$ cat config.mk
export PLATFORM = sky130hd
export DESIGN_NAME = wave_synth
export DESIGN_NICKNAME = d
export VERILOG_FILES = /design/src/synth_pkg.sv /design/src/uart_rx.sv /design/src/command_decoder.sv /design/src/note_timer.sv /design/src/wave_shaper.sv /design/src/wave_synth.sv
export SDC_FILE = /design/constraint.sdc
export NUM_CORES = 1
export LEC_CHECK = 0
export ABC_AREA = 0
export BUFFER_PORTS_ARGS = -buffer_cell sky130_fd_sc_hd__clkbuf_2
export CAP_MARGIN = 20
export CORE_MARGIN = 2
export CORE_UTILIZATION = 55
export CTS_BUF_LIST = sky130_fd_sc_hd__clkbuf_4
export CTS_CLUSTER_DIAMETER = 150
export DETAILED_ROUTE_END_ITERATION = 8
export PLACE_DENSITY = 0.71
export SYNTH_ARGS = -nofsm -noshare
export SYNTH_HDL_FRONTEND = slang
export SYNTH_SLANG_ARGS = --single-unit
$ cat constraint.sdc
create_clock -name clk -period 5.68 [get_ports clk]
set_input_delay 1.42 -clock clk [delete_from_list [all_inputs] [get_ports clk]]
set_output_delay 1.42 -clock clk [all_outputs]
set_load 0.02 [all_outputs]
$ cat src/synth_pkg.sv
package synth_pkg;

    typedef logic [7:0]  sample_t;                // One output sample
    typedef logic [7:0]  phase_t;                 // Waveform phase
    typedef logic [5:0]  note_t;                  // Note index, 0 to 35
    typedef logic [11:0] period_t;                // Clocks per phase step
    typedef logic [7:0]  byte_t;                  // UART data byte

    typedef enum logic [1:0] {
        WAVE_TRI,
        WAVE_SAW,
        WAVE_SQUARE,
        WAVE_SINE
    } wave_e;

    // ASCII command bytes
    localparam byte_t CMD_TRI       = 8'h54;      // 'T'
    localparam byte_t CMD_SAW       = 8'h53;      // 'S'
    localparam byte_t CMD_SQUARE    = 8'h51;      // 'Q'
    localparam byte_t CMD_SINE      = 8'h57;      // 'W'
    localparam byte_t CMD_NOISE_ON  = 8'h4E;      // 'N'
    localparam byte_t CMD_NOISE_OFF = 8'h46;      // 'F'

    localparam int NOTES_PER_OCTAVE = 12;
    localparam int NUM_OCTAVES      = 3;

    // Top octave at 50 MHz, C up to B
    localparam period_t NOTE_BASE [NOTES_PER_OCTAVE] = '{
        12'd746, 12'd705, 12'd665, 12'd628,
        12'd593, 12'd559, 12'd528, 12'd498,
        12'd470, 12'd444, 12'd419, 12'd395
    };

    // One full cycle in 16 points
    localparam sample_t SINE_TABLE [16] = '{
        8'd128, 8'd176, 8'd218, 8'd246,
        8'd255, 8'd246, 8'd218, 8'd176,
        8'd128, 8'd80,  8'd38,  8'd10,
        8'd0,   8'd10,  8'd38,  8'd80
    };

    localparam logic [15:0] LFSR_SEED = 16'hACE1;

endpackage

$ cat src/uart_rx.sv
module uart_rx #(
    parameter int CLKS_PER_BIT = 434
) (
    input  logic             clk,
    input  logic             rst_n,
    input  logic             rx,
    output synth_pkg::byte_t rx_byte,
    output logic             rx_valid
);
    import synth_pkg::*;

    localparam int CNT_W = $clog2(CLKS_PER_BIT);
    localparam logic [CNT_W-1:0] HALF_BIT = CNT_W'(CLKS_PER_BIT / 2 - 1);
    localparam logic [CNT_W-1:0] FULL_BIT = CNT_W'(CLKS_PER_BIT - 1);

    typedef enum logic [1:0] {
        IDLE,
        START,
        DATA,
        STOP
    } state_e;

    state_e           state;
    logic [CNT_W-1:0] clk_cnt;                    // Bit timer
    logic [2:0]       bit_idx;
    logic             rx_meta;
    logic             rx_sync;
    logic             rx_prev;
    logic             start_edge;

    // Two-flop synchronizer plus one flop for edge detection
    always_ff @(posedge clk) begin
        if (!rst_n) begin
            rx_meta <= 1'b1;                      // Line idles high
            rx_sync <= 1'b1;
            rx_prev <= 1'b1;
        end else begin
            rx_meta <= rx;
            rx_sync <= rx_meta;
            rx_prev <= rx_sync;
        end
    end

    assign start_edge = rx_prev & ~rx_sync;

    always_ff @(posedge clk) begin
        if (!rst_n) begin
            state    <= IDLE;
            clk_cnt  <= '0;
            bit_idx  <= '0;
            rx_valid <= 1'b0;
        end else begin
            rx_valid <= 1'b0;
            case (state)
                IDLE: begin
                    clk_cnt <= '0;
                    if (start_edge) begin
                        state <= START;
                    end
                end
                START: begin
                    if (clk_cnt == HALF_BIT) begin
                        clk_cnt <= '0;
                        bit_idx <= '0;
                        state   <= rx_sync ? IDLE : DATA;   // Glitch, not a start bit
                    end else begin
                        clk_cnt <= clk_cnt + 1'b1;
                    end
                end
                DATA: begin
                    if (clk_cnt == FULL_BIT) begin
                        clk_cnt <= '0;
                        bit_idx <= bit_idx + 1'b1;
                        if (bit_idx == 3'd7) begin
                            state <= STOP;
                        end
                    end else begin
                        clk_cnt <= clk_cnt + 1'b1;
                    end
                end
                STOP: begin
                    if (clk_cnt == FULL_BIT) begin
                        rx_valid <= rx_sync;      // Framing error drops the byte
                        state    <= IDLE;
                    end else begin
                        clk_cnt <= clk_cnt + 1'b1;
                    end
                end
                default: state <= IDLE;
            endcase
        end
    end

    // LSB first, shifted in at mid-bit
    always_ff @(posedge clk) begin
        if (state == DATA && clk_cnt == FULL_BIT) begin
            rx_byte <= {rx_sync, rx_byte[7:1]};
        end
    end

endmodule

$ cat src/command_decoder.sv
module command_decoder (
    input  logic             clk,
    input  logic             rst_n,
    input  synth_pkg::byte_t rx_byte,
    input  logic             rx_valid,
    output synth_pkg::wave_e wave,
    output synth_pkg::note_t note,
    output logic             noise_en
);
    import synth_pkg::*;

    logic is_digit;
    logic is_letter;

    assign is_digit  = (rx_byte >= 8'h30) && (rx_byte <= 8'h39);
    assign is_letter = (rx_byte >= 8'h41) && (rx_byte <= 8'h5A);

    always_ff @(posedge clk) begin
        if (!rst_n) begin
            wave     <= WAVE_TRI;
            note     <= '0;
            noise_en <= 1'b0;
        end else if (rx_valid) begin
            case (rx_byte)
                CMD_TRI:       wave     <= WAVE_TRI;
                CMD_SAW:       wave     <= WAVE_SAW;
                CMD_SQUARE:    wave     <= WAVE_SQUARE;
                CMD_SINE:      wave     <= WAVE_SINE;
                CMD_NOISE_ON:  noise_en <= 1'b1;
                CMD_NOISE_OFF: noise_en <= 1'b0;
                default: begin
                    if (is_digit) begin
                        note <= note_t'(rx_byte - 8'd48);       // '0' maps to 0
                    end else if (is_letter) begin
                        note <= note_t'(rx_byte - 8'd55);       // 'A' maps to 10
                    end
                end
            endcase
        end
    end

endmodule

$ cat src/note_timer.sv
module note_timer (
    input  logic             clk,
    input  logic             rst_n,
    input  synth_pkg::note_t note,
    output logic             step
);
    import synth_pkg::*;

    logic [1:0] octave;
    logic [3:0] tone;
    logic [1:0] shift;
    period_t    period;
    period_t    cnt;

    assign octave = 2'(note / NOTES_PER_OCTAVE);
    assign tone   = 4'(note % NOTES_PER_OCTAVE);

    // Lower octaves double the top octave period
    assign shift  = 2'(NUM_OCTAVES - 1) - octave;
    assign period = NOTE_BASE[tone] << shift;

    always_ff @(posedge clk) begin
        if (!rst_n) begin
            cnt  <= '0;
            step <= 1'b0;
        end else begin
            // >= so a shorter new period wraps at once
            if (cnt >= period - 1'b1) begin
                cnt  <= '0;
                step <= 1'b1;
            end else begin
                cnt  <= cnt + 1'b1;
                step <= 1'b0;
            end
        end
    end

endmodule

$ cat src/wave_shaper.sv
module wave_shaper (
    input  logic               clk,
    input  logic               rst_n,
    input  logic               step,
    input  synth_pkg::wave_e   wave,
    input  logic               noise_en,
    output synth_pkg::sample_t sample,
    output logic               sample_valid
);
    import synth_pkg::*;

    phase_t      phase;
    logic [15:0] lfsr;
    logic        lfsr_fb;
    sample_t     shape;
    sample_t     mixed;

    // Same taps as the 16-bit noise source, 16/14/13/11
    assign lfsr_fb = lfsr[15] ^ lfsr[13] ^ lfsr[12] ^ lfsr[10];

    always_comb begin
        case (wave)
            WAVE_TRI: begin
                if (phase[7]) begin
                    shape = {~phase[6:0], 1'b0};        // Falling half
                end else begin
                    shape = {phase[6:0], 1'b0};         // Rising half
                end
            end
            WAVE_SAW:    shape = phase;
            WAVE_SQUARE: shape = phase[7] ? 8'd255 : 8'd0;
            WAVE_SINE:   shape = SINE_TABLE[phase[7:4]];
            default:     shape = '0;
        endcase
    end

    // Noise uses the LFSR value before this step
    assign mixed = noise_en ? (shape ^ lfsr[7:0]) : shape;

    always_ff @(posedge clk) begin
        if (!rst_n) begin
            phase        <= '0;
            lfsr         <= LFSR_SEED;
            sample       <= '0;
            sample_valid <= 1'b0;
        end else begin
            sample_valid <= step;
            if (step) begin
                sample <= mixed;
                phase  <= phase + 1'b1;
                lfsr   <= {lfsr[14:0], lfsr_fb};
            end
        end
    end

endmodule

$ cat src/wave_synth.sv
module wave_synth #(
    parameter int CLKS_PER_BIT = 434
) (
    input  logic               clk,
    input  logic               rst_n,
    input  logic               rx,
    output synth_pkg::sample_t sample,
    output logic               sample_valid
);
    import synth_pkg::*;

    byte_t rx_byte;
    logic  rx_valid;
    wave_e wave;
    note_t note;
    logic  noise_en;
    logic  step;

    uart_rx #(
        .CLKS_PER_BIT(CLKS_PER_BIT)
    ) u_uart_rx (
        .clk      (clk),
        .rst_n    (rst_n),
        .rx       (rx),
        .rx_byte  (rx_byte),
        .rx_valid (rx_valid)
    );

    command_decoder u_command_decoder (
        .clk      (clk),
        .rst_n    (rst_n),
        .rx_byte  (rx_byte),
        .rx_valid (rx_valid),
        .wave     (wave),
        .note     (note),
        .noise_en (noise_en)
    );

    note_timer u_note_timer (
        .clk   (clk),
        .rst_n (rst_n),
        .note  (note),
        .step  (step)
    );

    wave_shaper u_wave_shaper (
        .clk          (clk),
        .rst_n        (rst_n),
        .step         (step),
        .wave         (wave),
        .noise_en     (noise_en),
        .sample       (sample),
        .sample_valid (sample_valid)
    );

endmodule

Word level (Yosys, flattened, before mapping)

Memory sizes are Yosys's and may differ from the RTL's.
Cells that the tools add are included.

Register bits after elaboration: 81
ROM bits: 320
Bits of input ports: 3
Word-level logic and storage cells: 113
Memories kept: 2

Memory list:

| name             | words | width | read ports | clocked after memory_dff | write ports | line              | source |
|---|---|---|---|---|---|---|---|
| (name not given) | 16    | 12    | 1          | 0                        | 0           | note_timer.sv:20  | `assign period = NOTE_BASE[tone] << shift;` |
| (name not given) | 16    | 8     | 1          | 0                        | 0           | wave_shaper.sv:32 | `WAVE_SINE: shape = SINE_TABLE[phase[7:4]];` |

$add $sub $neg: 8
Divide/modulo/power cells: 2
Magnitude comparators: 7
Equal/unequal tests: 21
Shifts and indexed selects: 1
Multiplexer cells: 27
Bitwise logic cells: 11
Reductions and logical operators: 17

Operators with widths:

| cell                  | number |
|---|---|
| $eq 8x7->1 const B    | 6 |
| $mux 8                | 5 |
| $pmux 9 s4            | 1 |
| $div 6x4->32 const B  | 1 |
| $mod 6x4->32 const B  | 1 |
| $pmux 8 s4            | 1 |
| $mux 9                | 3 |
| $mux 12               | 2 |
| $pmux 2 s4            | 2 |
| $add 12x1->12 const B | 1 |
| $ge 12x12->1          | 1 |
| $mux 2                | 6 |
| $mux 6                | 2 |
| $shl 12x2->12         | 1 |
| $sub 12x1->12 const B | 1 |
| $sub 6x6->6 const B   | 2 |
| $ge 5x5->1 const B    | 2 |
| $ne 2x1->1 const B    | 5 |
| $not 4->5             | 2 |
| $add 9x1->9 const B   | 1 |
| $eq 9x8->1 const B    | 1 |
| $eq 9x9->1 const B    | 1 |
| $reduce_and 3->1      | 3 |
| $add 8x1->8 const B   | 1 |
| 27 further kinds      | 42 |

Longest topological paths before layout

Depth after elaboration: 9
Mapped depth: 21
Mapped depth without buffers: 19

Cells and area by module

From an unflattened synthesis, not the netlist that was laid out.

Cell total of the unflattened synthesis: 671
Area, all modules: 5810.6 um2

Modules (own cells, without submodules):

| module          | instances | cells an instance | area each (um2) | seq. area each (um2) |
|---|---|---|---|---|
| note_timer      | 1         | 251               | 1918.1          | 260.2 |
| wave_shaper     | 1         | 219               | 1880.6          | 660.6 |
| uart_rx         | 1         | 109               | 1213.7          | 600.6 |
| command_decoder | 1         | 92                | 798.3           | 180.2 |

Worst setup path before layout

No wires, ideal clock.

Kind: flip-flop to flip-flop
From: reg u_command_decoder.note[4]
To: reg u_note_timer.cnt[10]
Setup time: 65 ps
Arrival: 4042 ps
Required time: 5615 ps
Setup slack: 1573 ps
Cell stages (with the launch flop): 21
Path buffers: 3
Path through: dfxtp_1 > inv_1 > ha_1 > buf_4 > o21ba_1 > buf_6 > o31ai_2 > nand2_2 > a31o_2 > o22a_1 > ha_1 > ha_1 > a21o_1 > a21o_1 > a21o_1 > a21o_1 > a21o_1 > a21oi_1 > o21ai_0 > clkbuf_1 > nor2_1

Cells in the longest elaborated chain, start to end: 9

RTL lines:

| item                                       | line                  | source |
|---|---|---|
| start, declared                            | command_decoder.sv:7  | `output synth_pkg::note_t note,` |
| start signal, assigned                     | command_decoder.sv:33 | `note <= note_t'(rx_byte - 8'd48);` |
| start signal, assigned                     | command_decoder.sv:35 | `note <= note_t'(rx_byte - 8'd55);` |
| $mod 6x4->32                               | note_timer.sv:16      | `assign tone = 4'(note % NOTES_PER_OCTAVE);` |
| $not 4->5 (implied by the code)            | note_timer.sv:20      |  |
| $mem_v2 16x12                              | -                     |  |
| $mux 12 (implied by the code) (2 in a row) | note_timer.sv:20      |  |
| $shl 12x2->12 *                            | note_timer.sv:20      |  |
| $sub 12x1->12 *                            | note_timer.sv:28      | `if (cnt >= period - 1'b1) begin` |
| $ge 12x12->1 *                             | note_timer.sv:28      |  |
| $reduce_or 2->1 (no source line) *         | -                     |  |
| end signal, assigned                       | note_timer.sv:32      | `cnt <= cnt + 1'b1;` |
| end, declared                              | note_timer.sv:13      | `period_t cnt;` |

Every way passes the cells marked *; elsewhere a longest branch is shown, timed or not. The select of a mux whose other input is x is not followed.
A chain may end at the register's enable or synchronous reset.

Final worst setup path

From: reg u_command_decoder.note[4]
To: reg u_note_timer.cnt[7]

The elaborated chain is that of the path after synthesis.

==> results.cfg <==
[cts]
cts-root-buf = clkbuf_4
cts_resized = 0
cts_tree = done
holdBufCountCts = 0
clk-insertion-delay-late_ns = 0.43
post-cts-setup-buffer-count = 0
clk_path_buf_depth = 2
htreeDepth = 3
cts.sinks = 81
clk_pin_slew_ns = 0.13
numCtsBuffers = 9

[sta]
finalCriticalPeriod_ns = 4.73
hold_viol_final = 0
relSlewSlack_pct = 47.0
finalCritPeriodShare_pct = 83.3
setup_tns_ns = 0
final_max_slew_viol_count = 0
worst_slew_pin_slew_ns = 0.794
finalSetupViolCount = 0
fin_skew_ns = 0.0163
fmax_ghz = 0.211
rsz0062_at_grt = false

[routing]
wl_mm = 11.2
drc = 0
antenna_left = 0
drt_iter0_drc = 217
num_vias = 4552
drtPass1Iterations = 4
viasPerCell = 5.62
wire_per_inst_um = 13.8

[final_layout]
mostFrequentLayoutCell = nand2_1
design_area_um2 = 5960
final_cell_mix = nand2_1, dfxtp_1, nor2_1, ha_1, o21ai_0
drive_gt1_share_pct = 8.61
antenna_cells = 0
area_growth_pct = 5.12
fin_util_pct = 58.5
finalNetCount = 720

[power_and_ir_drop]
p_per_area_nw_per_um2 = 168
ir_drop_v = 0.000167
power_leakage_uw = 0.00235

[critical_path]
cp.required_ns = 6.05
worst_ep_arrival_time_ns = 5.11
startpoint_type = flop
critPathKind = reg -> reg
crit_fanout = 9
r2r_cells = 18
end_kind = flop

[yosys]
avgSynthCellArea_um2 = 8.41
synth_edf_count = 8
synth_fp_nets = 725
ys_warn_count = 0
synthFlopType = dfxtp_1
syn_inst = 674
yosys_register_bits = 81
synth_area_um2 = 5670
async_flop_share_pct = 0
ys_seq_area_share_pct = 30.0
synth_cell_types = 74

[placed_design]
dp_hpwl_mm = 8.17
port_buffers = 11
place_area_um2 = 5800
routabilityCongestion = 0.882

[global_route]
grt_pass1_vias = 4277
grt_usage_pct = 20.9
grt_max_degree = 55
antenna_found_initial = 0
grt_pass1_wl_mm = 19.3
overflow = 0

[min_path]
min_path_cells = 1
min_path_type = reg -> reg

[floorplanning]
initial_core_util_pct = 55.7
dieWidth_um = 106
num_io_pins = 12
rows = 37
core_area_um2 = 10200
die-area_um2 = 11100
die_h_um = 106

[status]
status = finished, final reports clean

[job]
drv_cap = 0
cell type report:
| cell class | instances | area [um2] |
|---|---|---|
| clock buffer | 11 | 82.6 |
| clock inverter | 5 | 81.3 |
| sequential | 81 | 1700 |
| tap | 136 | 170 |
| multi-input combinational | 534 | 3720 |
| inverter | 24 | 90.1 |
| fill | 936 | 4220 |
| timing repair buffer | 19 | 115 |
registers in the layout, summed over array words and instances, names as in the netlist, named ones only:
name                        count
u_wave_shaper.phase             8
u_uart_rx.clk_cnt               9
u_wave_shaper.lfsr             16
u_note_timer.cnt               12
u_uart_rx.bit_idx               3
u_command_decoder.wave          2
u_command_decoder.noise_en      1
u_uart_rx.rx_sync               1
u_uart_rx.state                 1
u_uart_rx.rx_meta               1
u_wave_shaper.sample            8
u_note_timer.step               1
u_command_decoder.note          6
u_uart_rx.rx_byte               8
u_wave_shaper.sample_valid      1
u_uart_rx.rx_valid              1
u_uart_rx.rx_prev               1
kinds of logic (layout without fill, tap and decap cells):
| family | Yosys count | after routing | synth area share [%] |
|---|---|---|---|
| and+or+nand+nor | 263 | 263 | 23.1 |
| DFF | 81 | 81 | 30.0 |
| adders and majority gates | 48 | 48 | 10.6 |
| AOI/OAI and AO/OA | 142 | 142 | 18.7 |
| buffers and inverters | 59 | 59 | 4.39 |
| muxes | 31 | 31 | 5.47 |
| xor gates and xnor gates | 50 | 50 | 7.72 |
critical path, stage by stage (launching register included):
cell,delay [ns]
dfxtp_1,0.40
inv_1,0.09
ha_1,0.33
nor4b_2,0.55
nor2_1,0.19
a21oi_1,0.43
nand2_1,0.20
o22a_1,0.28
ha_1,0.32
ha_1,0.27
a21o_1,0.15
a21o_1,0.18
a21o_1,0.17
a21o_1,0.17
a21o_1,0.17
a21oi_1,0.18
o21ai_0,0.24
buf_4,0.26
a21oi_1,0.10
layer usage:
metal | vias to the layer above | routed length (um) | global-route usage [%]
met5 | - | 0 | 0
met4 | 0 | 116 | 6.58
met3 | 11 | 357 | 3.40
met2 | 85 | 5470 | 36.5
met1 | 2111 | 5240 | 26.3
li1 | 2345 | - | -
per-stage QoR:
stage                     hold WS, ns  power (uW)  std cells  worst slack (ns)
after floorplan                 0.386         622        674              1.57
after global placement          0.389         628        793              1.04
after detailed placement        0.399         631        794             0.974
after CTS                       0.430        1010        810             0.957
after global routing            0.460        1050        810             0.557
final                           0.424        1000        810             0.946
cells in the mapped netlist, drive strengths merged, types with 3 or more instances:
| cell type | n | share of area (%) |
|---|---|---|
| nand4 | 9 | 0.99 |
| o21ai | 34 | 3.0 |
| and2 | 15 | 1.7 |
| nor2b | 22 | 2.6 |
| a32oi | 4 | 0.62 |
| xor2 | 18 | 2.8 |
| nor2 | 63 | 4.3 |
| nand3 | 19 | 1.7 |
| nor3b | 4 | 0.53 |
| mux2i | 31 | 5.5 |
| nor3 | 8 | 0.79 |
| a211oi | 7 | 1.2 |
| edfxtp | 8 | 4.2 |
| o211a | 10 | 1.8 |
| a31oi | 8 | 1.3 |
| o211ai | 10 | 1.4 |
| ha | 48 | 11 |
| a21o | 10 | 1.3 |
| xnor2 | 32 | 4.9 |
| clkbuf | 27 | 1.8 |
| or2 | 5 | 0.60 |
| nand2 | 83 | 5.5 |
| and3 | 8 | 0.88 |
| a21oi | 24 | 2.1 |
| a211o | 3 | 0.46 |
| dfxtp | 73 | 26 |
| buf | 8 | 1.0 |
| o21a | 3 | 0.40 |
| o31a | 3 | 0.49 |
| o31ai | 7 | 1.3 |
| nand2b | 12 | 1.3 |
| inv | 24 | 1.6 |
power by group:
group | leakage [uW] | switching (uW) | internal, uW
registers | 0.000661 | 4.75 | 580
clock network | 0.0000871 | 197 | 189
logic | 0.00160 | 20.2 | 13.0
total | 0.00235 | 222 | 782
worst paths after layout:
kind                                  start             endpoint  slack (ns)
setup / recovery  u_command_decoder.note[4]  u_note_timer.cnt[7]        0.95
hold / removal            u_uart_rx.rx_meta    u_uart_rx.rx_sync        0.42
setup reg to reg  u_command_decoder.note[4]  u_note_timer.cnt[7]        0.95
hold reg to reg           u_uart_rx.rx_meta    u_uart_rx.rx_sync        0.42
Power figures use the tool's default switching activity.
